$ cat src/logic/cpuPkg.sv
package cpuPkg;

    localparam int XLEN = 32;

    // Major opcodes of the supported subset
    typedef enum logic [6:0] {
        OpR      = 7'b0110011,
        OpImm    = 7'b0010011,
        OpLoad   = 7'b0000011,
        OpStore  = 7'b0100011,
        OpBranch = 7'b1100011,
        OpJal    = 7'b1101111,
        OpJalr   = 7'b1100111,
        OpAuipc  = 7'b0010111
    } opcodeE;

    typedef enum logic [2:0] {
        AluAdd,
        AluSub,
        AluAnd,
        AluOr,
        AluSlt
    } aluOpE;

    typedef enum logic [2:0] {
        ImmI,
        ImmS,
        ImmB,
        ImmU,
        ImmJ
    } immSrcE;

    typedef enum logic [1:0] {
        ResAlu,
        ResMem,
        ResPc4
    } resultSrcE;

    // funct3 / funct7 codes
    localparam logic [2:0] F3AddSub = 3'b000;
    localparam logic [2:0] F3Slt    = 3'b010;
    localparam logic [2:0] F3Or     = 3'b110;
    localparam logic [2:0] F3And    = 3'b111;
    localparam logic [2:0] F3Byte   = 3'b000;
    localparam logic [2:0] F3Lbu    = 3'b100;
    localparam logic [2:0] F3Bne    = 3'b001;
    localparam logic [6:0] F7Base   = 7'b0000000;
    localparam logic [6:0] F7Sub    = 7'b0100000;

endpackage

$ cat src/logic/immGen.sv
`timescale 1ns/1ps

module immGen (
    input  logic [31:0]              instr,
    input  cpuPkg::immSrcE           immSrc,
    output logic [cpuPkg::XLEN-1:0]  imm
);
    import cpuPkg::*;

    always_comb begin
        case (immSrc)
            ImmI: imm = {{20{instr[31]}}, instr[31:20]};
            ImmS: imm = {{20{instr[31]}}, instr[31:25], instr[11:7]};
            // Branch offsets are in halfwords
            ImmB: imm = {{19{instr[31]}}, instr[31], instr[7], instr[30:25],
                         instr[11:8], 1'b0};
            ImmU: imm = {instr[31:12], 12'b0};
            ImmJ: imm = {{11{instr[31]}}, instr[31], instr[19:12], instr[20],
                         instr[30:21], 1'b0};
            default: imm = '0;
        endcase
    end

endmodule

$ cat config.mk
export PLATFORM = sky130hd
export DESIGN_NAME = immGen
export DESIGN_NICKNAME = d
export VERILOG_FILES = /design/src/logic/cpuPkg.sv /design/src/logic/immGen.sv
export SDC_FILE = /design/constraint.sdc
export NUM_CORES = 1
export LEC_CHECK = 0
export BUFFER_PORTS_ARGS = -buffer_cell sky130_fd_sc_hd__buf_4
export CAP_MARGIN = 25
export CORE_MARGIN = 2
export CORE_UTILIZATION = 30
export DETAILED_ROUTE_END_ITERATION = 8
export PLACE_DENSITY = 0.75
export SLEW_MARGIN = 20
export SYNTH_ARGS = -nofsm -noshare
export SYNTH_HDL_FRONTEND = slang
export SYNTH_SLANG_ARGS = --single-unit
$ cat constraint.sdc
create_clock -name vclk -period 1.19
set_clock_uncertainty 0.1 [all_clocks]
set_input_delay 0.0595 -clock vclk [all_inputs]
set_output_delay 0.0595 -clock vclk [all_outputs]
set_load 0.05 [all_outputs]
==> metrics <==
status complete, no violations; die footprint roughly 2200 um2; worst slew pin tran between 0.3 and 0.4 ns; largest family of logic cells by synthesized area simple AND/OR/NAND/NOR gates; Final #Nets 197; n_diodes 0; Final Max Slew Viols 0; DRT Pass-1 Iters 4; WL final 2.674 mm; 1st-iter DRT viols 6; Critical Path RT between 1 and 1.5 ns; Syn Std Cell Area 540.5 um2; cells after synthesis between 90 and 100; Peak VDD IR between 400 and 500 uV; largest net degree at the start of global routing 12; vias in the first global route around 860; count of final setup violators 0; Pwr Density about 640 nW/um2; IO Count 67; multi-input logic area 681.9 um2; Max Cap Violations 0; number of clock buffers in the layout 0; simple-gate share of the synthesized area slightly below 40%; Layout area overhead 166.9%; Initial Util a little under a third; gpl congestion 0.6800; min-delay worst type input port to output pin; hold-fix buffers at CTS 0; startpoint types input port; minimum clock period approximately 1.2 ns; share of the synthesized area in the top cell type roughly 16%; final core utilization a little over four fifths; Yosys cell types 20; kind of critical path input port to output pin; total grt overflow 0; Avg Cell Area, Syn ~5.8 um2; Die Y 46.45 um; sequential element share of the synthesized area 0%; Seq cells 0; Crit Path Max Fanout 7; Post-Place Worst Slack -0.2120 ns; fin crit share 98.36%; FF+latch area 0 um2; CP Capture Type output pin; xor and xnor area share after synthesis 0%; via count around 930; final-layout fill cell count between 100 and 150; Total GRT Usage 21.90%; Synth Area in Compound Gates between 30% and 40%; cell taking the most area after synthesis a21oi_1; Avg WL per Cell 14.45 um; share of layout cells above drive strength 1 73.75%; final hold violations 0; Placeable Area 1708 um2; first-pass GRT wire length 3.574 mm; Slew headroom about 76%; post-synthesis adder-cell area fraction between 2 and 2.5%; Syn. warnings 0; Lkg Pwr 0.0007005 uW; DRC viols 0; via/cell ratio slightly above 5; antenna violations before repair 0; largest cells by area after synthesis a21oi_1 (16%), nand2_1 (15%), o22ai_1 (14%); post-synthesis mux area share around a tenth; highest clock rate 854.4 MHz; final worst setup slack between 0.015 and 0.02 ns; syn_nets 129; # rows 15; crit path DAT around 1 ns; post-route ant nets 0; Die W around 46 um; number of port buffers 60
==> power by group <==
group | leakage [uW] | switching, uW | internal [uW]
logic | 0.000700 | 547 | 382
clock network | 0 | 0 | 0
registers | 0 | 0 | 0
total | 0.000700 | 547 | 382
==> worst paths after layout <==
| path | from | end | slack [ns] | cells after the start |
|---|---|---|---|---|
| hold / removal | instr[26] | imm[26] | 0.36 | 4 |
| setup / recovery | immSrc[2] | imm[2] | 0.02 | 6 |
==> stage by stage <==
step                      area (um2)  hold slack (ns)  total power, uW  std cells   TNS (ns)
after floorplan                693.2           0.2195            548.1         94     -1.350
after global placement          1245           0.3655            806.2        185     -1.441
after detailed placement        1245           0.3775            818.5        185     -1.734
after CTS                       1345           0.3585            873.6        185   -0.02183
after global routing            1443           0.3724            966.7        185  -0.009249
final                           1443           0.3596            929.2        185          0
==> logic make-up after synthesis <==
group	Yosys count
and+or+nand+nor	41
adders and majority gates	1
AOI/OAI and AO/OA	31
buffers and inverters	16
muxes	5
==> worst max-delay path: stages <==
cell and delay, ns:
buf_6 0.11, buf_12 0.12, nand2b_1 0.15, mux2_4 0.27, o22ai_2 0.11, buf_6 0.18
==> metal layers <==
metal	vias up	wire, um	track usage [%]
li1	454	-	-
met1	456	999	25.98
met2	19	1591	42.78
met3	2	61	0.3922
met4	0	21	4.571
met5	-	0	0
==> what timing repair did <==
item | CTS | global route
pin swaps | 4 | 5
setup endpoints to repair | 18 | 29
resized for setup | 27 | 25
endpoints found under the hold margin | 0 | 0
buffers inserted | 0 | 0
==> final cells by class <==
class,count,area share (%)
inverter,5,1.301
timing repair buffer,77,49.26
tap,25,2.168
multi-input combinational,78,47.27
==> cell usage after synthesis (all sizes together) <==
master	count
buf	7
o21ai	1
and2	2
inv	5
nand2b	6
nor2b	7
o32ai	1
o22ai	12
maj3	1
and2b	2
and3b	1
nand2	22
a21oi	17
nor3	1
mux2	4
mux2i	1
clkbuf	4
==> cells in the final DEF (no fill, tap or decap), types with 2 or more instances in the layout <==
cell type,synthesis,routed
nand2_2,0,10
buf_4,0,46
inv_1,5,5
nand2_1,22,11
a21oi_2,0,3
nor2b_1,7,4
nor2b_4,0,2
a21oi_4,0,2
o22ai_2,0,9
nand2b_1,5,4
buf_8,0,2
buf_6,3,28
a21oi_1,17,12
nand2b_4,1,2
o22ai_4,0,3
mux2_4,0,4
and2b_1,2,2
(Power assumes the default switching activity.)
