==> src/logic/cpuPkg.sv <==
package cpuPkg;

    localparam int XLEN = 32;

    // Major opcodes of the supported subset
    typedef enum logic [6:0] {
        OpR      = 7'b0110011,
        OpImm    = 7'b0010011,
        OpLoad   = 7'b0000011,
        OpStore  = 7'b0100011,
        OpBranch = 7'b1100011,
        OpJal    = 7'b1101111,
        OpJalr   = 7'b1100111,
        OpAuipc  = 7'b0010111
    } opcodeE;

    typedef enum logic [2:0] {
        AluAdd,
        AluSub,
        AluAnd,
        AluOr,
        AluSlt
    } aluOpE;

    typedef enum logic [2:0] {
        ImmI,
        ImmS,
        ImmB,
        ImmU,
        ImmJ
    } immSrcE;

    typedef enum logic [1:0] {
        ResAlu,
        ResMem,
        ResPc4
    } resultSrcE;

    // funct3 / funct7 codes
    localparam logic [2:0] F3AddSub = 3'b000;
    localparam logic [2:0] F3Slt    = 3'b010;
    localparam logic [2:0] F3Or     = 3'b110;
    localparam logic [2:0] F3And    = 3'b111;
    localparam logic [2:0] F3Byte   = 3'b000;
    localparam logic [2:0] F3Lbu    = 3'b100;
    localparam logic [2:0] F3Bne    = 3'b001;
    localparam logic [6:0] F7Base   = 7'b0000000;
    localparam logic [6:0] F7Sub    = 7'b0100000;

endpackage

==> src/logic/alu.sv <==
`timescale 1ns/1ps

module alu (
    input  logic [cpuPkg::XLEN-1:0]  a,
    input  logic [cpuPkg::XLEN-1:0]  b,
    input  cpuPkg::aluOpE            aluCtrl,
    output logic [cpuPkg::XLEN-1:0]  y,
    output logic                     zero
);
    import cpuPkg::*;

    logic lessThan;

    assign lessThan = $signed(a) < $signed(b);

    always_comb begin
        case (aluCtrl)
            AluAdd:  y = a + b;
            AluSub:  y = a - b;
            AluAnd:  y = a & b;
            AluOr:   y = a | b;
            AluSlt:  y = {{(XLEN-1){1'b0}}, lessThan};
            default: y = '0;
        endcase
    end

    assign zero = (y == '0);  // Used by bne

endmodule

==> config.mk <==
export PLATFORM = sky130hd
export DESIGN_NAME = alu
export DESIGN_NICKNAME = d
export VERILOG_FILES = /design/src/logic/cpuPkg.sv /design/src/logic/alu.sv
export SDC_FILE = /design/constraint.sdc
export NUM_CORES = 1
export LEC_CHECK = 0
export BUFFER_PORTS_ARGS = -buffer_cell sky130_fd_sc_hd__buf_2
export CAP_MARGIN = 20
export CORE_ASPECT_RATIO = 1.5
export CORE_UTILIZATION = 60
export DETAILED_ROUTE_END_ITERATION = 8
export PLACE_DENSITY = 0.85
export SYNTH_ARGS = -nofsm -noshare
export SYNTH_HDL_FRONTEND = slang
export SYNTH_SLANG_ARGS = --single-unit
==> constraint.sdc <==
create_clock -name vclk -period 4.1
set_clock_uncertainty 0.1 [all_clocks]
set_input_delay 0.205 -clock vclk [all_inputs]
set_output_delay 0.205 -clock vclk [all_outputs]
set_load 0.02 [all_outputs]
==> run summary <==
HP Class -> in -> out
final period utilization -> 98.21%
final setup vio count -> 0
worst path bufs/invs -> 4
I/O Buffers -> 100
power density cells -> 152.9 nW/µm²
Tmin final -> 4.026 ns
Min-Delay Endpoint -> y[1]
delay of the slowest critical-path stage -> 0.50 ns
HP Start -> aluCtrl[2]
Vias/cell -> 6.855
flip-flop and latch count -> 0
status -> finished clean
initial DRC count -> 662
Critical Path AT -> 3.72 ns
Distinct cells, synth -> 77
VDD IR-drop max -> 0.09229 mV
Crit Path Max Fanout -> 6
Worst Setup End Kind -> output port
Mapped Nets -> 1006
CTS Hold Buffers Added -> 0
Syn Area/Cell -> 6.680 µm²
Worst Hold Depth -> 3
max frequency -> 248.4 MHz
Setup Crit Path Kind -> in -> out
DIE WIDTH -> 80.59 µm
LEAKAGE -> 3.308 nW
Final HPWL DP -> 16110 µm
share of cells above drive strength 1 -> 21.44%
vias in the first global route -> 6760
CP delay by family, top -> compound AO/OA/AOI/OAI gates
Core ar. -> 8934 µm²
final core occ -> 74.03%
register area -> 0 µm²
CP required -> 3.80 ns
synth warn -> 0
worst rel slew slack -> 37.06%
Die ar. -> 9660 µm²
Slew Viols, Final -> 0
Hold Fails Final Rpt -> 0
drc violations -> 0
Layout area overhead -> 19.00%
Antenna Nets Post-Route -> 0
Initial Util -> 62.21%
final wirelength -> 20000 µm
first element of the critical path -> a[12]
Worst path slowest cell -> a221o_1
max-cap violations -> 0
Worst-Margin Slew -> 0.9421 ns
gr ovfl total -> 0
first-pass GRT wire length -> 31730 µm
most used cell, CP -> buf_2
worst-path cell chain -> buf_2, inv_1, ha_1, buf_4, a21oi_1, o21ai_0, a221o_1, o31ai_4, o21ai_1, or3_1, a32o_1, a2111oi_2, and4bb_1, buf_2
Mapped Cells -> 832
Power, Total -> 1.011 mW
crit start category -> input port
initial antenna violation count -> 0
Avg WL per Cell -> 18.76 µm
GPL Wtd Cong -> 1.055
Die H -> 119.9 µm
register area share after synthesis -> 0%
# rows -> 42
clock buf count -> 0
IO Count -> 100
ANT cells -> 0
RSZ-0062 raised after global routing -> false
synthesized cell area -> 5558 µm²
largest net degree at the start of global routing -> 36
total track usage -> 41.30%
routed vias -> 7307
Nets -> 1132
DR pass1 iterations -> 8
## cell usage after synthesis, types with 4 or more instances
cell type	count	area, µm²
a31oi_1	11	68.82
buf_2	10	50.05
or4_1	5	37.54
mux2i_1	10	100.1
inv_1	93	349.1
a221oi_1	5	43.79
a21o_1	14	105.1
nand4_1	12	75.07
and2_1	5	31.28
o21ai_0	30	150.1
buf_1	4	15.01
nor2b_1	15	93.84
nand3_1	15	75.07
a211o_1	6	52.55
ha_1	105	1314
a221o_1	6	60.06
o21ai_1	6	30.03
nor4_1	16	100.1
a21oi_1	69	345.3
o21a_1	10	75.07
nand2b_1	11	68.82
a211oi_1	13	97.59
o221ai_1	4	35.03
clkbuf_1	34	127.6
nor3_1	27	135.1
nand2_1	57	214.0
o2111ai_1	5	43.79
a22oi_1	4	30.03
o211ai_1	18	135.1
a2111oi_0	7	61.31
xnor2_1	12	105.1
o211a_1	4	40.04
o31ai_1	11	82.58
o21bai_1	7	52.55
o311ai_0	4	35.03
nor2_1	70	262.8
or3_1	14	87.58
o22ai_1	8	50.05
and3_1	7	43.79
or2_2	4	25.02
## per-layer routing
layer / vias to the layer above / wire (µm) / track usage [%]
met1: 3322 / 7218 / 44.58
met2: 499 / 9332 / 68.70
met4: 0 / 1820 / 31.58
li1: 3315 / - / -
met5: - / 0 / 0
met3: 171 / 1631 / 8.517
## through the flow
stage | hold slack [ns] | setup TNS (ns) | setup WS, ns | area (µm²) | instances
6_report | 0.7552 | 0 | 0.07355 | 6614 | 1066
5_1_grt | 0.7588 | 0 | 0.01013 | 6614 | 1066
4_1_cts | 0.7381 | 0 | 0.04474 | 6538 | 1064
3_5_place_dp | 0.7365 | -0.1338 | -0.1338 | 6529 | 1064
3_3_place_gp | 0.7303 | -0.1020 | -0.1020 | 6529 | 1064
2_1_floorplan | 0.6694 | 0 | 0.5372 | 5558 | 832
## worst max path at each step
| stage | to | depth (start not counted) |
|---|---|---|
| finish | zero | 14 |
| global route | zero | 14 |
| CTS | zero | 15 |
| detailed placement | zero | 14 |
| global placement | zero | 14 |
| floorplan | zero | 12 |
## placed cells by master (no fill, tap or decap), drive strengths merged, types with 4 or more instances in the layout
cell     count
and3         7
inv         96
a21oi       70
a2111oi      9
xnor2       12
or4          6
o21ai       36
o311ai       6
a221oi       5
o21bai       7
nand2       57
a22oi        4
a211o        6
o221ai       4
and2         5
o211ai      18
nand2b      11
o22ai        8
buf        172
ha         105
mux2i       10
nand4       12
nand3       15
o21a        10
nor4        16
a21o        14
nor2        70
a31oi       11
or3         14
or2          4
a211oi      14
nor3        27
o31ai       13
o2111ai      5
a221o        6
nor2b       16
o211a        4
## worst min-delay path: cells and delay by family
| kind | cells | cell delay [ns] |
|---|---|---|
| buffers and inverters | 2 | 0.38 |
| AND/OR/NAND/NOR | 1 | 0.07 |
## power breakdown
part           switching (mW)  total, mW  internal [mW]  leakage (nW)
clock network               0          0              0             0
logic                   0.618       1.01          0.394          3.31
registers                   0          0              0             0
## what timing repair did
item                                    4_1_cts  5_1_grt
pin swaps                                     0        1
endpoints found under the setup margin        1        2
buffers inserted                              0        1
hold endpoints to repair                      0        0
gates resized for setup                       2       14
## logic make-up after synthesis
kind of cell               synth area share [%]
AOI/OAI and AO/OA                         36.88
xor gates and xnor gates                  2.206
and+or+nand+nor                           24.81
buffers and inverters                     9.950
adders and majority gates                 24.36
muxes                                     1.801
## layout make-up
class,count,area [µm²]
Multi-Input combinational cell,688,5077
Fill cell,798,2320
Timing Repair Buffer,172,1039
Inverter,96,360.3
Tap cell,110,137.6
(Power assumes the default switching activity.)
