**src/logic/cpuPkg.sv**
```systemverilog
package cpuPkg;

    localparam int XLEN = 32;

    // Major opcodes of the supported subset
    typedef enum logic [6:0] {
        OpR      = 7'b0110011,
        OpImm    = 7'b0010011,
        OpLoad   = 7'b0000011,
        OpStore  = 7'b0100011,
        OpBranch = 7'b1100011,
        OpJal    = 7'b1101111,
        OpJalr   = 7'b1100111,
        OpAuipc  = 7'b0010111
    } opcodeE;

    typedef enum logic [2:0] {
        AluAdd,
        AluSub,
        AluAnd,
        AluOr,
        AluSlt
    } aluOpE;

    typedef enum logic [2:0] {
        ImmI,
        ImmS,
        ImmB,
        ImmU,
        ImmJ
    } immSrcE;

    typedef enum logic [1:0] {
        ResAlu,
        ResMem,
        ResPc4
    } resultSrcE;

    // funct3 / funct7 codes
    localparam logic [2:0] F3AddSub = 3'b000;
    localparam logic [2:0] F3Slt    = 3'b010;
    localparam logic [2:0] F3Or     = 3'b110;
    localparam logic [2:0] F3And    = 3'b111;
    localparam logic [2:0] F3Byte   = 3'b000;
    localparam logic [2:0] F3Lbu    = 3'b100;
    localparam logic [2:0] F3Bne    = 3'b001;
    localparam logic [6:0] F7Base   = 7'b0000000;
    localparam logic [6:0] F7Sub    = 7'b0100000;

endpackage

```
**src/logic/ctrlIf.sv**
```systemverilog
`timescale 1ns/1ps

interface ctrlIf;
    import cpuPkg::*;

    logic      regWrite;
    aluOpE     aluCtrl;
    logic      aluSrc;     // 1 selects the immediate
    immSrcE    immSrc;
    logic      memWrite;
    resultSrcE resultSrc;
    logic      pcSrc;      // Redirect the PC
    logic      jalr;       // Redirect target comes from the ALU
    logic      pcOperand;  // ALU operand a is the PC

    modport ctrl (output regWrite, aluCtrl, aluSrc, immSrc, memWrite,
                  resultSrc, pcSrc, jalr, pcOperand);
    modport dp (input regWrite, aluCtrl, aluSrc, immSrc, memWrite,
                resultSrc, pcSrc, jalr, pcOperand);
endinterface

```
**src/logic/pcUnit.sv**
```systemverilog
`timescale 1ns/1ps

module pcUnit #(
    parameter logic [cpuPkg::XLEN-1:0] ResetPc = '0
) (
    input  logic                     clk,
    input  logic                     rstN,
    ctrlIf.dp                        ctrlPort,
    input  logic [cpuPkg::XLEN-1:0]  imm,
    input  logic [cpuPkg::XLEN-1:0]  aluY,
    output logic [cpuPkg::XLEN-1:0]  pc,
    output logic [cpuPkg::XLEN-1:0]  pcPlus4
);
    import cpuPkg::*;

    logic [XLEN-1:0] pcNext;

    assign pcPlus4 = pc + XLEN'(4);

    always_comb begin
        if (!ctrlPort.pcSrc) pcNext = pcPlus4;
        else if (!ctrlPort.jalr) pcNext = pc + imm;  // bne and jal
        else pcNext = {aluY[XLEN-1:1], 1'b0};
    end

    always_ff @(posedge clk or negedge rstN) begin
        if (!rstN) pc <= ResetPc;
        else pc <= pcNext;
    end

    pcWordAligned: assert property (@(posedge clk) disable iff (!rstN) pc[1:0] == 2'b00);

endmodule

```
**src/flat_wrapper.sv**
```systemverilog
// flat-port wrapper written by rule: the top's interface ports become plain ports
module pcUnit_flat import cpuPkg::*;
#(
    parameter logic [cpuPkg::XLEN-1:0] ResetPc = '0
)
  (clk, rstN, imm, aluY, pc, pcPlus4, ctrlPort_regWrite, ctrlPort_aluCtrl, ctrlPort_aluSrc, ctrlPort_immSrc, ctrlPort_memWrite, ctrlPort_resultSrc, ctrlPort_pcSrc, ctrlPort_jalr, ctrlPort_pcOperand);
  ctrlIf ctrlPort_i ();
  input  logic clk;
  input  logic rstN;
  input  logic [cpuPkg::XLEN-1:0] imm;
  input  logic [cpuPkg::XLEN-1:0] aluY;
  output logic [cpuPkg::XLEN-1:0] pc;
  output logic [cpuPkg::XLEN-1:0] pcPlus4;
  input wire logic [$bits(ctrlPort_i.regWrite)-1:0] ctrlPort_regWrite;
  input wire logic [$bits(ctrlPort_i.aluCtrl)-1:0] ctrlPort_aluCtrl;
  input wire logic [$bits(ctrlPort_i.aluSrc)-1:0] ctrlPort_aluSrc;
  input wire logic [$bits(ctrlPort_i.immSrc)-1:0] ctrlPort_immSrc;
  input wire logic [$bits(ctrlPort_i.memWrite)-1:0] ctrlPort_memWrite;
  input wire logic [$bits(ctrlPort_i.resultSrc)-1:0] ctrlPort_resultSrc;
  input wire logic [$bits(ctrlPort_i.pcSrc)-1:0] ctrlPort_pcSrc;
  input wire logic [$bits(ctrlPort_i.jalr)-1:0] ctrlPort_jalr;
  input wire logic [$bits(ctrlPort_i.pcOperand)-1:0] ctrlPort_pcOperand;
  assign ctrlPort_i.regWrite = ctrlPort_regWrite;
  assign ctrlPort_i.aluCtrl = ctrlPort_aluCtrl;
  assign ctrlPort_i.aluSrc = ctrlPort_aluSrc;
  assign ctrlPort_i.immSrc = ctrlPort_immSrc;
  assign ctrlPort_i.memWrite = ctrlPort_memWrite;
  assign ctrlPort_i.resultSrc = ctrlPort_resultSrc;
  assign ctrlPort_i.pcSrc = ctrlPort_pcSrc;
  assign ctrlPort_i.jalr = ctrlPort_jalr;
  assign ctrlPort_i.pcOperand = ctrlPort_pcOperand;
  pcUnit #(.ResetPc(ResetPc)) u_core (.clk(clk), .rstN(rstN), .ctrlPort(ctrlPort_i), .imm(imm), .aluY(aluY), .pc(pc), .pcPlus4(pcPlus4));
endmodule
```
**config.mk**
```make
export PLATFORM = sky130hd
export DESIGN_NAME = pcUnit_flat
export DESIGN_NICKNAME = d
export VERILOG_FILES = /design/src/logic/cpuPkg.sv /design/src/logic/ctrlIf.sv /design/src/logic/pcUnit.sv /design/src/flat_wrapper.sv
export SDC_FILE = /design/constraint.sdc
export NUM_CORES = 1
export LEC_CHECK = 0
export BUFFER_PORTS_ARGS = -buffer_cell sky130_fd_sc_hd__clkbuf_2
export CAP_MARGIN = 10
export CORE_UTILIZATION = 35
export CTS_BUF_LIST = sky130_fd_sc_hd__clkbuf_16
export CTS_CLUSTER_DIAMETER = 120
export DETAILED_ROUTE_END_ITERATION = 6
export GPL_TIMING_DRIVEN = 0
export PLACE_DENSITY = 0.65
export SLEW_MARGIN = 20
export SYNTH_ARGS = -nofsm -noshare
export SYNTH_HDL_FRONTEND = slang
export SYNTH_SLANG_ARGS = --single-unit
```
**constraint.sdc**
```tcl
create_clock -name clk -period 7 [get_ports clk]
set_clock_uncertainty 0.05 [all_clocks]
set_input_delay 2.1 -clock clk [delete_from_list [all_inputs] [get_ports clk]]
set_output_delay 2.1 -clock clk [all_outputs]
set_load 0.02 [all_outputs]
```
==> reports/results.txt <==
Critical Path Max Stage Delay: 0.52 ns
Maximum VDD drop: 0.1195 mV
Synth-to-Final Area Change: 25.58%
CP Class: reg -> out
First-pass DRT Iterations: 5
Hold Path Class: reg -> reg
Main combinational cell family by area after synthesis: compound AO/OA/AOI/OAI gates
Pwr Density: 368.1 nW/um2
Cells after synthesis: 490
Status: completed
Biggest register: u_core.pc
Slowest CP cell: dfrtp_1
Final setup fails: 0
CP Cell Sequence: ha_1 > nand4_1 > nor2_2 > and3_1 > xor2_1 > clkbuf_2
Post-CTS setup repair buffer count: 0
# clock sinks: 32
Fillcell total: 1107
Sum Neg Setup Slack: 0 ns
Worst Setup Start Kind: register
Core area: 10370 um2
Post-DP HPWL: 11340 um
Rel. slew slack: 38.89%
Period Utilization, post-route: 67.37%
Slew at the pin closest to its max-slew limit: 0.9166 ns
Synth Area in Adders: 11.20%
Die Y: 105.5 um
WL/cell: 18.83 um
Antenna Nets Post-Route: 0
Xor/xnor share of the synthesized area: 10.50%
Nets@finish: 740
Worst path top cell family by delay: simple AND/OR/NAND/NOR gates
Unique masters post-synth: 62
Sequential share of the synthesized area: 21.34%
Die Area: 11140 um2
Yosys warns: 0
Synth top area share: 21.34%
Post_cts resized: 0
FFs w/ async S/R, synth: 100.0%
Vias in the first global route: 4135
Vias/cell: 5.812
Antenna cell count: 0
Max cap viols: 0
Hold Vio Cnt, Final: 0
GP Congestion: 0.9663
Biggest regs: u_core.pc (32)
Most numerous cell in the Yosys netlist: a21oi_1
Pleak: 2.155 nW
Fin crit period: 4.716 ns
Critical path required time: 4.85 ns
Total wire length: 14390 um
Residual DRC: 0
H-tree depth: 2
Total power: 1.734 mW
Syn Area/Cell: 7.658 um2
Max FFs per register: 32
Final Slew Violations: 0
Fin worst setup slack: 2.284 ns
Hold_buf cts: 0
Num ports: 144
Area leader, netlist: dfrtp_1
RSZ-0062 raised after global routing: false
Upper clock frequency limit: 0.2120 GHz
Number of enable flip-flop cells after synthesis: 0
TritonCTS clock tree: yes
Synth top area cells: dfrtp_1, ha_1, a21oi_1
Initial antenna violation count: 0
Largest fanout on the critical path: 9
Layout cells sized above 1: 24.36%
CTS Buf Count: 5
Post-synthesis mux area share: 1.634%
Port bufs: 130
Synth cell count leaders: a21oi_1, nand2_1, nor2_1, dfrtp_1, ha_1
Die extent in x: 105.5 um
First-pass GRT wire length: 22020 um
Yosys reg bits: 32
Synthesized Nets: 603
Synth Cell Area: 3752 um2
Grt ovf: 0
Dpl ws: 2.325 ns
Worst-Skew Late Latency: 0.28 ns
Synth Flop Type: dfrtp_1
Buffers & Inverters on Critical Path: 1
Pin count of the biggest net entering global routing: 33
Clock transition at the registers of the reported paths: 0.06 ns
Tot GR Track Use: 25.51%
Complex-gate fraction of the synthesized area: 29.71%
# rows: 37
Root buffer cell: clkbuf_16
WP data arrival: 2.57 ns
Initial DRC Count: 392
Critical Path End Type: primary output
Starting Density: 36.18%
Clock Path Buffers: 2
Vias: 4440
Post-synthesis simple-gate area fraction: 22.14%
[cells in the final DEF (no fill, tap or decap), drive strengths merged, types with 5 or more instances in the layout]
cell / count
a211oi: 8
a21o: 9
a21oi: 55
and2: 8
and3: 13
buf: 8
clkbuf: 147
dfrtp: 32
ha: 32
inv: 11
mux2i: 5
nand2: 54
nand3: 20
nand4: 11
nor2: 41
nor3: 14
o2111ai: 5
o211ai: 11
o21a: 10
o21ai: 25
o21bai: 5
o22ai: 8
xnor2: 30
xor2: 15
[where the power goes]
part | switching (mW) | internal [mW] | total, mW
sequential | 0.111 | 0.242 | 0.353
clock | 0.0878 | 0.129 | 0.217
combinational | 0.737 | 0.427 | 1.16
total | 0.936 | 0.798 | 1.73
[per-stage QoR]
step                      cell area [um2]  hold slack (ns)  instances  utilization [%]
after global placement               4573           0.4842        756            44.10
after global routing                 4712           0.5458        764            45.44
after CTS                            4712           0.5097        764            45.44
final                                4712           0.5059        764            45.44
after floorplan                      3752           0.5844        490                -
after detailed placement             4573           0.4863        756            44.10
[per-layer routing]
metal | track usage, % | part of all wire (%) | vias to the layer above
met3 | 3.030 | 6.8 | 26
met4 | 7.937 | 2.4 | 0
met2 | 39.76 | 45 | 194
met5 | 0 | 0 | -
met1 | 36.62 | 46 | 2108
li1 | - | - | 2112
[worst register-to-register path, stage by stage (launching register included)]
cell,delay (ns)
dfrtp_1,0.50
ha_1,0.29
buf_2,0.18
a21oi_1,0.35
nand2_1,0.20
nor3_1,0.28
a21oi_1,0.17
o2111ai_1,0.45
and2_1,0.25
o311a_1,0.18
[final timing paths]
kind	startpoint	to	slack, ns	depth (start not counted)
max	u_core.pc[2]$_DFF_PN0_	pcPlus4[18]	2.28	6
min	u_core.pc[0]$_DFFE_PN0P_	u_core.pc[0]$_DFFE_PN0P_	0.51	1
max reg2reg	u_core.pc[11]$_DFF_PN0_	u_core.pc[30]$_DFF_PN0_	4.03	9
min in group asynchronous	rstN	u_core.pc[20]$_DFF_PN0_	1.89	1
max in group asynchronous	rstN	u_core.pc[27]$_DFF_PN0_	4.43	1
min reg2reg	u_core.pc[0]$_DFFE_PN0P_	u_core.pc[0]$_DFFE_PN0P_	0.51	1
[cell families after synthesis]
kind of cell | after synthesis
compound gates | 166
simple gates | 176
mux | 6
fa+ha+maj | 33
buf+inv | 32
xor+xnor | 45
flops | 32
[area by class of cell]
class | count | area, um2 | area share, %
multi-input cells | 426 | 2821 | 59.88
flip-flops and latches | 32 | 800.8 | 16.99
repair buffers | 130 | 650.6 | 13.81
well taps | 136 | 170.2 | 3.611
clock buffers | 5 | 125.1 | 2.655
plain buffers | 20 | 85.08 | 1.806
inverters | 12 | 45.04 | 0.9559
clock inverters | 3 | 13.76 | 0.2921
No activity file was read; power rests on OpenSTA's default activity.
