==> src/logic/cpuPkg.sv <==
package cpuPkg;

    localparam int XLEN = 32;

    // Major opcodes of the supported subset
    typedef enum logic [6:0] {
        OpR      = 7'b0110011,
        OpImm    = 7'b0010011,
        OpLoad   = 7'b0000011,
        OpStore  = 7'b0100011,
        OpBranch = 7'b1100011,
        OpJal    = 7'b1101111,
        OpJalr   = 7'b1100111,
        OpAuipc  = 7'b0010111
    } opcodeE;

    typedef enum logic [2:0] {
        AluAdd,
        AluSub,
        AluAnd,
        AluOr,
        AluSlt
    } aluOpE;

    typedef enum logic [2:0] {
        ImmI,
        ImmS,
        ImmB,
        ImmU,
        ImmJ
    } immSrcE;

    typedef enum logic [1:0] {
        ResAlu,
        ResMem,
        ResPc4
    } resultSrcE;

    // funct3 / funct7 codes
    localparam logic [2:0] F3AddSub = 3'b000;
    localparam logic [2:0] F3Slt    = 3'b010;
    localparam logic [2:0] F3Or     = 3'b110;
    localparam logic [2:0] F3And    = 3'b111;
    localparam logic [2:0] F3Byte   = 3'b000;
    localparam logic [2:0] F3Lbu    = 3'b100;
    localparam logic [2:0] F3Bne    = 3'b001;
    localparam logic [6:0] F7Base   = 7'b0000000;
    localparam logic [6:0] F7Sub    = 7'b0100000;

endpackage

==> src/logic/ctrlIf.sv <==
`timescale 1ns/1ps

interface ctrlIf;
    import cpuPkg::*;

    logic      regWrite;
    aluOpE     aluCtrl;
    logic      aluSrc;     // 1 selects the immediate
    immSrcE    immSrc;
    logic      memWrite;
    resultSrcE resultSrc;
    logic      pcSrc;      // Redirect the PC
    logic      jalr;       // Redirect target comes from the ALU
    logic      pcOperand;  // ALU operand a is the PC

    modport ctrl (output regWrite, aluCtrl, aluSrc, immSrc, memWrite,
                  resultSrc, pcSrc, jalr, pcOperand);
    modport dp (input regWrite, aluCtrl, aluSrc, immSrc, memWrite,
                resultSrc, pcSrc, jalr, pcOperand);
endinterface

==> src/logic/regFile.sv <==
`timescale 1ns/1ps

module regFile (
    input  logic                     clk,
    input  logic                     rstN,
    ctrlIf.dp                        ctrlPort,
    input  logic [4:0]               rs1,
    input  logic [4:0]               rs2,
    input  logic [4:0]               rd,
    input  logic [cpuPkg::XLEN-1:0]  wdata,
    output logic [cpuPkg::XLEN-1:0]  rdata1,
    output logic [cpuPkg::XLEN-1:0]  rdata2
);
    import cpuPkg::*;

    logic [XLEN-1:0] regs [32];

    always_ff @(posedge clk or negedge rstN) begin
        if (!rstN) begin
            for (int i = 0; i < 32; i++) begin
                regs[i] <= '0;
            end
        end else if (ctrlPort.regWrite && rd != 5'd0) begin
            regs[rd] <= wdata;
        end
    end

    // x0 reads its cleared entry
    assign rdata1 = regs[rs1];
    assign rdata2 = regs[rs2];

    x0StaysZero: assert property (@(posedge clk) disable iff (!rstN) regs[0] == '0);

endmodule

==> src/flat_wrapper.sv <==
// flat-port wrapper written by rule: the top's interface ports become plain ports
module regFile_flat import cpuPkg::*;
  (clk, rstN, rs1, rs2, rd, wdata, rdata1, rdata2, ctrlPort_regWrite, ctrlPort_aluCtrl, ctrlPort_aluSrc, ctrlPort_immSrc, ctrlPort_memWrite, ctrlPort_resultSrc, ctrlPort_pcSrc, ctrlPort_jalr, ctrlPort_pcOperand);
  ctrlIf ctrlPort_i ();
  input  logic clk;
  input  logic rstN;
  input  logic [4:0] rs1;
  input  logic [4:0] rs2;
  input  logic [4:0] rd;
  input  logic [cpuPkg::XLEN-1:0] wdata;
  output logic [cpuPkg::XLEN-1:0] rdata1;
  output logic [cpuPkg::XLEN-1:0] rdata2;
  input wire logic [$bits(ctrlPort_i.regWrite)-1:0] ctrlPort_regWrite;
  input wire logic [$bits(ctrlPort_i.aluCtrl)-1:0] ctrlPort_aluCtrl;
  input wire logic [$bits(ctrlPort_i.aluSrc)-1:0] ctrlPort_aluSrc;
  input wire logic [$bits(ctrlPort_i.immSrc)-1:0] ctrlPort_immSrc;
  input wire logic [$bits(ctrlPort_i.memWrite)-1:0] ctrlPort_memWrite;
  input wire logic [$bits(ctrlPort_i.resultSrc)-1:0] ctrlPort_resultSrc;
  input wire logic [$bits(ctrlPort_i.pcSrc)-1:0] ctrlPort_pcSrc;
  input wire logic [$bits(ctrlPort_i.jalr)-1:0] ctrlPort_jalr;
  input wire logic [$bits(ctrlPort_i.pcOperand)-1:0] ctrlPort_pcOperand;
  assign ctrlPort_i.regWrite = ctrlPort_regWrite;
  assign ctrlPort_i.aluCtrl = ctrlPort_aluCtrl;
  assign ctrlPort_i.aluSrc = ctrlPort_aluSrc;
  assign ctrlPort_i.immSrc = ctrlPort_immSrc;
  assign ctrlPort_i.memWrite = ctrlPort_memWrite;
  assign ctrlPort_i.resultSrc = ctrlPort_resultSrc;
  assign ctrlPort_i.pcSrc = ctrlPort_pcSrc;
  assign ctrlPort_i.jalr = ctrlPort_jalr;
  assign ctrlPort_i.pcOperand = ctrlPort_pcOperand;
  regFile u_core (.clk(clk), .rstN(rstN), .ctrlPort(ctrlPort_i), .rs1(rs1), .rs2(rs2), .rd(rd), .wdata(wdata), .rdata1(rdata1), .rdata2(rdata2));
endmodule
==> config.mk <==
export PLATFORM = sky130hd
export DESIGN_NAME = regFile_flat
export DESIGN_NICKNAME = d
export VERILOG_FILES = /design/src/logic/cpuPkg.sv /design/src/logic/ctrlIf.sv /design/src/logic/regFile.sv /design/src/flat_wrapper.sv
export SDC_FILE = /design/constraint.sdc
export NUM_CORES = 2
export LEC_CHECK = 0
export BUFFER_PORTS_ARGS = -buffer_cell sky130_fd_sc_hd__buf_2
export CAP_MARGIN = 20
export CORE_UTILIZATION = 35
export DETAILED_ROUTE_END_ITERATION = 12
export PLACE_DENSITY_LB_ADDON = 0.25
export SETUP_SLACK_MARGIN = 0.4
export SKIP_LAST_GASP = 1
export SYNTH_ARGS = -nofsm -noshare
export SYNTH_HDL_FRONTEND = slang
export SYNTH_SLANG_ARGS = --single-unit
==> constraint.sdc <==
create_clock -name clk -period 3.83 [get_ports clk]
set_input_delay 0.383 -clock clk [delete_from_list [all_inputs] [get_ports clk]]
set_output_delay 0.383 -clock clk [all_outputs]
set_load 0.005 [all_outputs]
==> flow_metrics.py <==
metrics = {
    "run_status": {
        "status": "complete, no violations",
    },
    "routing": {
        "firstDrtPassIters": 5,
        "ant_nets": 0,
        "routed_wl_microns": 180000,
        "num_vias": 38400,
        "route.detailed.drc": 0,
        "vias_per_cell": 5.73,
        "wire_per_inst_microns": 26.9,
        "drt_iter0_markers": 2620,
    },
    "floorplan": {
        "io-pin-count": 127,
        "die_height_microns": 400,
        "rows": 145,
        "die_w_microns": 400,
        "start_util_pct": 35.4,
        "dieArea_sq_um": 160000,
        "core_area_sq_um": 157000,
    },
    "logic_synthesis": {
        "synth.avg_cell_area_sq_um": 12.1,
        "synthAdderAreaFrac_pct": 0,
        "synth_fp_nets": 4664,
        "synth_compound_area_share_pct": 7.07,
        "synthSimpleGateAreaFrac_pct": 4.22,
        "synth_top_family_by_area": "multiplexers",
        "ys_warn_count": 0,
        "ys_seq_area_share_pct": 46.1,
        "synth_seq_cells": 1024,
        "synth_mux_area_share_pct": 38.6,
        "syn_area_sq_um": 55500,
        "synth_cells": 4601,
        "synth-xor-area-share_pct": 0,
        "synth.distinct_cells": 26,
    },
    "sta": {
        "period_share_pct": 78.9,
        "report.final.slew_viol_count": 0,
        "fin_skew_ns": 0,
        "worst_hold_slack_ns": 0.242,
        "setup_violations": 0,
        "min_period_ns": 3.02,
        "tns_ns": 0,
        "clock.fmax_ghz": 0.331,
        "max_slew.worst_pin.slew_ns": 0.967,
        "grt_setup_unrepaired": "no",
        "max-slew-margin-rel_pct": 35.5,
        "hold_violations": 0,
    },
    "global_routing": {
        "track_usage_pct": 22.2,
        "grt_max_degree": 118,
        "globalRoute.totalOverflow": 0,
        "grt_pass1_vias": 39600,
        "grt_pass1_wl_microns": 269000,
        "antenna_found_initial": 0,
    },
    "power_and_ir_drop": {
        "power_mw": 31.9,
        "irDropWorstVdd_v": 0.000407,
        "power.leakage_nw": 29.3,
        "powerDensity_nw_per_um2": 509,
    },
    "placement": {
        "dp_hpwl_microns": 104000,
        "place.gp.congestion": 0.773,
        "portBuffers": 113,
    },
    "cts": {
        "postCtsHoldBufs": 1,
        "cts_resized": 0,
        "postCtsSetupBuffers": 0,
        "clkTransAtPathRegs_ns": 0.06,
        "htree_num_levels": 3,
        "cts_tree": "yes",
        "clock_path_buffers": 3,
        "clock-sinks": 1024,
        "insertion_delay_ns": 0.75,
        "cts_made_buffers": 118,
        "root_buffer": "clkbuf_16",
    },
    "setup_path": {
        "cp_cell_sequence": "buf_2, nor2b_4, buf_12, a22o_1, nor3_1, a31oi_1, nand3_1, buf_2",
        "crit_path_start_kind": "input pin",
        "required_ns": 3.45,
        "r2r-start": "u_core.regs[178]",
        "end_kind": "output port",
        "reg2reg_slack_ns": 3.01,
        "cp_slowest_cell": "nor2b_4",
        "path_class": "in2out",
        "crit_path_frequent_cell": "buf_2",
        "r2r_cells": 1,
        "arrival_ns": 2.64,
        "timing.critical_path.from": "rs1[2]",
        "critPathMaxStageDelay_ns": 0.72,
        "crit_fanout": 35,
        "r2r_end": "u_core.regs[178]",
    },
    "cells_and_area": {
        "fin_nets": 4601,
        "layout-drive-gt1-share_pct": 32.2,
        "antenna_cells": 0,
        "syn_to_final_growth_pct": 12.7,
        "top_regs": "u_core.regs (1024)",
        "largest_reg_flops": 1024,
        "top_register": "u_core.regs",
    },
    "hold_path": {
        "hp-class": "in2async",
    },
    "flow_run": {
        "drv_cap": 0,
    },
}
[power by group]
part           internal, mW  leakage (nW)  switching (mW)
Sequential             12.9          13.1            1.49
Combinational          3.18          14.2            2.84
Clock                  6.72          1.93            4.73
Total                  22.8          29.3            9.06
[worst max path at each step]
stage                             to  slack (ns)  cells past startpoint
final                     rdata1[29]        0.81                      8
after global routing      rdata1[29]        0.81                      8
after floorplan           rdata1[10]        1.86                      7
after CTS                  rdata1[4]        0.84                      8
after detailed placement   rdata1[4]        0.84                      8
after global placement    rdata1[18]        0.80                      7
[synthesized netlist by cell type]
master,instances,area share (%)
dfrtp_1,1024,46
mux2i_1,1024,18
mux2_2,974,20
clkbuf_1,221,1.5
nand2_1,210,1.4
nand3_1,194,1.7
a21oi_1,192,1.7
a22oi_1,192,2.6
buf_2,155,1.4
a22o_1,128,2.0
buf_4,68,0.92
nor3_1,65,0.59
a31oi_1,64,0.72
buf_1,29,0.20
mux2_1,18,0.36
nor2_1,11,0.074
nor2_2,8,0.090
nand2b_1,4,0.045
nand3b_1,4,0.054
nor2b_1,4,0.045
nor3b_1,4,0.054
or2_2,3,0.034
and2_1,2,0.023
and3_1,1,0.011
and3b_1,1,0.016
or3b_4,1,0.020
[per-layer routing]
metal	wire, microns	vias up	global-route usage, %	part of all wire (%)
li1	-	16800	-	-
met1	83400	20400	30.8	46
met2	84000	834	35.8	47
met3	6410	294	2.49	3.6
met4	6300	0	7.61	3.5
met5	0	-	0	0
[final cells by class]
class	instances	area, sq um
clock buffer	189	3590
tap	2058	2570
clock inverter	30	323
timing repair buffer	290	2580
sequential	1024	25600
fill	14900	94300
multi-input combinational	3104	27900
[logic make-up after synthesis]
group	count (synthesis)
and+or+nand+nor	512
muxes	2016
AOI/OAI and AO/OA	576
buffers and inverters	473
DFF	1024
[cell usage in the layout, fill, tap and decap left out]
cell	n
clkinv_4	1
dlygate4sd3_1	1
mux2_1	18
a22oi_1	192
nor2_1	1
nor3b_1	4
inv_16	2
mux2_2	974
bufinv_16	5
nor2b_4	4
a22o_1	128
nor2_4	18
nand3_1	194
mux2i_1	1024
or3b_4	1
nand3b_1	4
and3_1	1
clkinvlp_4	3
or2_2	3
inv_8	1
buf_4	124
a31oi_1	64
nand2b_2	4
and3b_1	1
buf_8	3
a21oi_1	192
clkinv_2	18
nor3_1	65
clkbuf_16	121
nand2_2	17
nand2_1	193
buf_2	110
and2_4	2
buf_12	52
clkbuf_1	37
clkbuf_8	31
dfrtp_1	1024
[through the flow]
step | std cells | worst slack (ns) | utilization [%] | area (sq um)
detailed placement | 6475 | 0.839 | 37.4 | 58700
global route | 6695 | 0.810 | 39.9 | 62600
CTS | 6695 | 0.838 | 39.9 | 62600
global placement | 6475 | 0.799 | 37.4 | 58700
floorplan | 4601 | 1.86 | - | 55500
finish | 6695 | 0.808 | 39.9 | 62600
[critical path, delay by kind of cell]
family	cells	cell delay, ns
AO/OA/AOI/OAI	2	0.52
buffers and inverters	3	0.69
AND/OR/NAND/NOR	3	0.98
No activity file was read; power rests on OpenSTA's default activity.
