$ cat src/logic/cpuPkg.sv
package cpuPkg;

    localparam int XLEN = 32;

    // Major opcodes of the supported subset
    typedef enum logic [6:0] {
        OpR      = 7'b0110011,
        OpImm    = 7'b0010011,
        OpLoad   = 7'b0000011,
        OpStore  = 7'b0100011,
        OpBranch = 7'b1100011,
        OpJal    = 7'b1101111,
        OpJalr   = 7'b1100111,
        OpAuipc  = 7'b0010111
    } opcodeE;

    typedef enum logic [2:0] {
        AluAdd,
        AluSub,
        AluAnd,
        AluOr,
        AluSlt
    } aluOpE;

    typedef enum logic [2:0] {
        ImmI,
        ImmS,
        ImmB,
        ImmU,
        ImmJ
    } immSrcE;

    typedef enum logic [1:0] {
        ResAlu,
        ResMem,
        ResPc4
    } resultSrcE;

    // funct3 / funct7 codes
    localparam logic [2:0] F3AddSub = 3'b000;
    localparam logic [2:0] F3Slt    = 3'b010;
    localparam logic [2:0] F3Or     = 3'b110;
    localparam logic [2:0] F3And    = 3'b111;
    localparam logic [2:0] F3Byte   = 3'b000;
    localparam logic [2:0] F3Lbu    = 3'b100;
    localparam logic [2:0] F3Bne    = 3'b001;
    localparam logic [6:0] F7Base   = 7'b0000000;
    localparam logic [6:0] F7Sub    = 7'b0100000;

endpackage

$ cat src/logic/ctrlIf.sv
`timescale 1ns/1ps

interface ctrlIf;
    import cpuPkg::*;

    logic      regWrite;
    aluOpE     aluCtrl;
    logic      aluSrc;     // 1 selects the immediate
    immSrcE    immSrc;
    logic      memWrite;
    resultSrcE resultSrc;
    logic      pcSrc;      // Redirect the PC
    logic      jalr;       // Redirect target comes from the ALU
    logic      pcOperand;  // ALU operand a is the PC

    modport ctrl (output regWrite, aluCtrl, aluSrc, immSrc, memWrite,
                  resultSrc, pcSrc, jalr, pcOperand);
    modport dp (input regWrite, aluCtrl, aluSrc, immSrc, memWrite,
                resultSrc, pcSrc, jalr, pcOperand);
endinterface

$ cat src/logic/controlUnit.sv
`timescale 1ns/1ps

module controlUnit (
    input  logic [31:0] instr,
    input  logic        zero,
    ctrlIf.ctrl         ctrlPort
);
    import cpuPkg::*;

    opcodeE     opcode;
    logic [2:0] funct3;
    logic [6:0] funct7;

    assign opcode = opcodeE'(instr[6:0]);
    assign funct3 = instr[14:12];
    assign funct7 = instr[31:25];

    always_comb begin
        // Everything inactive unless a supported encoding matches
        ctrlPort.regWrite  = 1'b0;
        ctrlPort.aluCtrl   = AluAdd;
        ctrlPort.aluSrc    = 1'b0;
        ctrlPort.immSrc    = ImmI;
        ctrlPort.memWrite  = 1'b0;
        ctrlPort.resultSrc = ResAlu;
        ctrlPort.pcSrc     = 1'b0;
        ctrlPort.jalr      = 1'b0;
        ctrlPort.pcOperand = 1'b0;

        case (opcode)
            OpR: begin
                ctrlPort.regWrite = 1'b1;
                if (funct3 == F3AddSub && funct7 == F7Base) ctrlPort.aluCtrl = AluAdd;
                else if (funct3 == F3AddSub && funct7 == F7Sub) ctrlPort.aluCtrl = AluSub;
                else if (funct3 == F3And && funct7 == F7Base) ctrlPort.aluCtrl = AluAnd;
                else if (funct3 == F3Or && funct7 == F7Base) ctrlPort.aluCtrl = AluOr;
                else if (funct3 == F3Slt && funct7 == F7Base) ctrlPort.aluCtrl = AluSlt;
                else ctrlPort.regWrite = 1'b0;  // Unsupported R-type
            end
            OpImm: begin
                if (funct3 == F3AddSub) begin  // addi
                    ctrlPort.regWrite = 1'b1;
                    ctrlPort.aluSrc   = 1'b1;
                end
            end
            OpLoad: begin
                if (funct3 == F3Lbu) begin
                    ctrlPort.regWrite  = 1'b1;
                    ctrlPort.aluSrc    = 1'b1;
                    ctrlPort.resultSrc = ResMem;
                end
            end
            OpStore: begin
                if (funct3 == F3Byte) begin  // sb
                    ctrlPort.memWrite = 1'b1;
                    ctrlPort.aluSrc   = 1'b1;
                    ctrlPort.immSrc   = ImmS;
                end
            end
            OpBranch: begin
                if (funct3 == F3Bne) begin
                    ctrlPort.aluCtrl = AluSub;
                    ctrlPort.immSrc  = ImmB;
                    ctrlPort.pcSrc   = ~zero;  // Taken when operands differ
                end
            end
            OpJal: begin
                ctrlPort.regWrite  = 1'b1;
                ctrlPort.immSrc    = ImmJ;
                ctrlPort.pcSrc     = 1'b1;
                ctrlPort.resultSrc = ResPc4;
            end
            OpJalr: begin
                if (funct3 == F3AddSub) begin
                    ctrlPort.regWrite  = 1'b1;
                    ctrlPort.aluSrc    = 1'b1;
                    ctrlPort.pcSrc     = 1'b1;
                    ctrlPort.jalr      = 1'b1;
                    ctrlPort.resultSrc = ResPc4;
                end
            end
            OpAuipc: begin
                ctrlPort.regWrite  = 1'b1;
                ctrlPort.aluSrc    = 1'b1;
                ctrlPort.immSrc    = ImmU;
                ctrlPort.pcOperand = 1'b1;
            end
            default: ;
        endcase
    end

    always_comb begin
        pcSrcOnlyForFlow: assert final (!ctrlPort.pcSrc ||
                                        opcode inside {OpBranch, OpJal, OpJalr});
        noWriteAndStore: assert final (!(ctrlPort.regWrite && ctrlPort.memWrite));
    end

endmodule

$ cat src/flat_wrapper.sv
// flat-port wrapper written by rule: the top's interface ports become plain ports
module controlUnit_flat import cpuPkg::*;
  (instr, zero, ctrlPort_regWrite, ctrlPort_aluCtrl, ctrlPort_aluSrc, ctrlPort_immSrc, ctrlPort_memWrite, ctrlPort_resultSrc, ctrlPort_pcSrc, ctrlPort_jalr, ctrlPort_pcOperand);
  ctrlIf ctrlPort_i ();
  input  logic [31:0] instr;
  input  logic zero;
  output wire logic [$bits(ctrlPort_i.regWrite)-1:0] ctrlPort_regWrite;
  output wire logic [$bits(ctrlPort_i.aluCtrl)-1:0] ctrlPort_aluCtrl;
  output wire logic [$bits(ctrlPort_i.aluSrc)-1:0] ctrlPort_aluSrc;
  output wire logic [$bits(ctrlPort_i.immSrc)-1:0] ctrlPort_immSrc;
  output wire logic [$bits(ctrlPort_i.memWrite)-1:0] ctrlPort_memWrite;
  output wire logic [$bits(ctrlPort_i.resultSrc)-1:0] ctrlPort_resultSrc;
  output wire logic [$bits(ctrlPort_i.pcSrc)-1:0] ctrlPort_pcSrc;
  output wire logic [$bits(ctrlPort_i.jalr)-1:0] ctrlPort_jalr;
  output wire logic [$bits(ctrlPort_i.pcOperand)-1:0] ctrlPort_pcOperand;
  assign ctrlPort_regWrite = ctrlPort_i.regWrite;
  assign ctrlPort_aluCtrl = ctrlPort_i.aluCtrl;
  assign ctrlPort_aluSrc = ctrlPort_i.aluSrc;
  assign ctrlPort_immSrc = ctrlPort_i.immSrc;
  assign ctrlPort_memWrite = ctrlPort_i.memWrite;
  assign ctrlPort_resultSrc = ctrlPort_i.resultSrc;
  assign ctrlPort_pcSrc = ctrlPort_i.pcSrc;
  assign ctrlPort_jalr = ctrlPort_i.jalr;
  assign ctrlPort_pcOperand = ctrlPort_i.pcOperand;
  controlUnit u_core (.instr(instr), .zero(zero), .ctrlPort(ctrlPort_i));
endmodule
$ cat config.mk
export PLATFORM = sky130hd
export DESIGN_NAME = controlUnit_flat
export DESIGN_NICKNAME = d
export VERILOG_FILES = /design/src/logic/cpuPkg.sv /design/src/logic/ctrlIf.sv /design/src/logic/controlUnit.sv /design/src/flat_wrapper.sv
export SDC_FILE = /design/constraint.sdc
export NUM_CORES = 1
export LEC_CHECK = 0
export ABC_AREA = 1
export BUFFER_PORTS_ARGS = -buffer_cell sky130_fd_sc_hd__buf_2
export CAP_MARGIN = 20
export CORE_AREA = 2 2 39 41
export DETAILED_ROUTE_END_ITERATION = 8
export DIE_AREA = 0 0 41 43
export PLACE_DENSITY = 0.76
export SLEW_MARGIN = 0
export SYNTH_ARGS = -nofsm -noshare
export SYNTH_HDL_FRONTEND = slang
export SYNTH_SLANG_ARGS = --single-unit
$ cat constraint.sdc
create_clock -name vclk -period 0.8
set_input_delay 0.04 -clock vclk [all_inputs]
set_output_delay 0.04 -clock vclk [all_outputs]
set_load 0.01 [all_outputs]
==> results.toml <==
[routing]
drc_errors = 0
drt-pass1-iter-count = 4
drt-initial-drc-count = 9
ant_nets = 0
via_per_inst = 4.71
wl_microns = 1750
vias = 730
wire_per_inst_microns = 11.3

[setup_path]
cp.arrival_ns = 0.99
critPathTopFamily = "simple AND/OR/NAND/NOR gates"
crit_slowest_cell = "nor2_4"
path_cells = "buf_8 -> inv_4 -> nand2_4 -> nor2_4 -> nand3b_1 -> a21oi_2 -> nand2_1 -> nand2_1 -> buf_2"
cp-end-kind = "primary output"
crit_fanout = 6
timing.critical_path.mode_cell = "nand2_1"
critPathKind = "in -> out"
startpoint_type = "primary input"
max_stage_delay_ns = 0.18
crit_required_ns = 0.76
path_buf_inv = 3

[synth]
syn_nets = 124
ys_warn_count = 0
synth.avg_cell_area_sq_um = 4.72
yosysSeqAreaShare = 0
synthMuxAreaShare = 0
yosysUniqueCellTypes = 16
netlist_instances = 91
synth-simple-area-share = 0.755
synthAdderAreaFrac = 0
netlist_area_sq_um = 429
synth_compound_area_frac = 0.0525
synth_top_family_by_area = "simple AND/OR/NAND/NOR gates"
yosys.area_share.xor_xnor = 0

[pwr]
power.density_nw_per_um2 = 327
power.leakage_nw = 0.569
peakVddDrop_v = 0.000204
totalPowerFinal_mw = 0.308

[timing]
fmax_mhz = 967
fin_crit_ns = 1.03
tightest_slew_ns = 0.282
finalSetupViolCount = 13
hold_viol = 0
setup_slack_ns = -0.234
rsz0062_at_grt = "yes"
slew_viol_final = 0
fin_setup_tns_ns = -1.59
period_share = 1.29
max_slew_margin = 0.810
hold_slack_ns = 0.463

[clock_tree]
holdBufCountCts = 0

[placement]
gp_congestion = 0.854
dp_slack_ns = -0.190
place_inst = 147
dp_hpwl_microns = 1080
placed_area_sq_um = 669
io_buffers = 32

[die]
dieArea_sq_um = 1760
die_y_microns = 43
coreArea_sq_um = 1380
initial_core_util = 0.310
die_w_microns = 41
io_pins = 47
num_rows = 14

[final_layout]
drive_above_1_share = 0.633
clock_buffers = 0
nets = 174
area_growth_pct = 120
nFillCells = 117
final_common_cell = "buf_2"
fin_util = 0.681
final_cell_mix = "buf_2 (22), nand2_1 (18), nor2_1 (13), buf_4 (13), inv_1 (12)"
numSequentialCells = 0
fin_area_sq_um = 942
finalNonFillerCells = 155
antenna_cells = 0
regArea_sq_um = 0

[global_routing]
grt_first_pass_wirelength_microns = 2090
grt_usage = 0.162
antenna_found_initial = 0
grt.overflow.total = 0
grt_max_degree = 8
grt_pass1_vias = 589

[worst_hold_path]
hold_start = "instr[6]"
worstHoldEndpoint = "ctrlPort_memWrite"
hold_path_class = "in -> out"
hold_path_depth = 4

[flow_run]
maxCapViolations = 0

[run_status]
status = "finished, violations left"
violations = "negative setup slack"
-- report_power, final --
group / internal [mW] / leakage, nW / switching (mW) / total (mW)
registers: 0 / 0 / 0 / 0
clock network: 0 / 0 / 0 / 0
logic: 0.148 / 0.569 / 0.160 / 0.308
total: 0.148 / 0.569 / 0.160 / 0.308
-- cells in the mapped netlist --
cell type	count	share of area
nor4_2	1	0.029
inv_1	16	0.14
nand3b_1	1	0.017
nand2_1	24	0.21
nor2_1	17	0.15
inv_2	6	0.052
o21ai_2	1	0.020
nand2_2	5	0.073
nand3_2	1	0.023
nand3_1	10	0.12
nand4_1	1	0.015
nor2_4	3	0.079
nor2_2	1	0.015
a21oi_2	1	0.020
a21oi_1	1	0.012
nor4_1	2	0.029
-- worst max path at each step --
| stage | slack (ns) | from | cells past startpoint | to |
|---|---|---|---|---|
| after global placement | -0.15 | instr[3] | 9 | ctrlPort_regWrite |
| after global routing | -0.29 | instr[3] | 9 | ctrlPort_aluCtrl[0] |
| after floorplan | 0.05 | instr[12] | 7 | ctrlPort_aluSrc |
| after CTS | -0.15 | instr[3] | 9 | ctrlPort_aluCtrl[0] |
| after detailed placement | -0.19 | instr[2] | 9 | ctrlPort_regWrite |
| final | -0.23 | instr[3] | 9 | ctrlPort_aluCtrl[0] |
-- area by class of cell --
cell class / instances / area, sq um / area share
multi-input combinational: 69 / 463 / 0.491
inverter: 22 / 97.6 / 0.104
timing repair buffer: 48 / 362 / 0.384
tap: 16 / 20.0 / 0.0212
-- routing by layer --
layer | wire length, microns | track usage | vias up
met5 | 0 | 0 | -
met4 | 29 | 0.0533 | 0
met3 | 100 | 0.0209 | 4
met2 | 970 | 0.322 | 27
met1 | 651 | 0.149 | 328
li1 | - | - | 371
-- repair_timing --
item	CTS	global route
setup buffers	3	5
resized for setup	32	25
pin swaps	8	17
setup endpoints to repair	12	14
gates cloned	0	0
-- cell families (layout without fill, tap and decap cells) --
kind of cell / Yosys count / after routing
AO/OA/AOI/OAI: 3 / 3
buffers and inverters: 22 / 70
AND/OR/NAND/NOR: 66 / 66
Note: power is estimated with default switching activity, not from simulation.
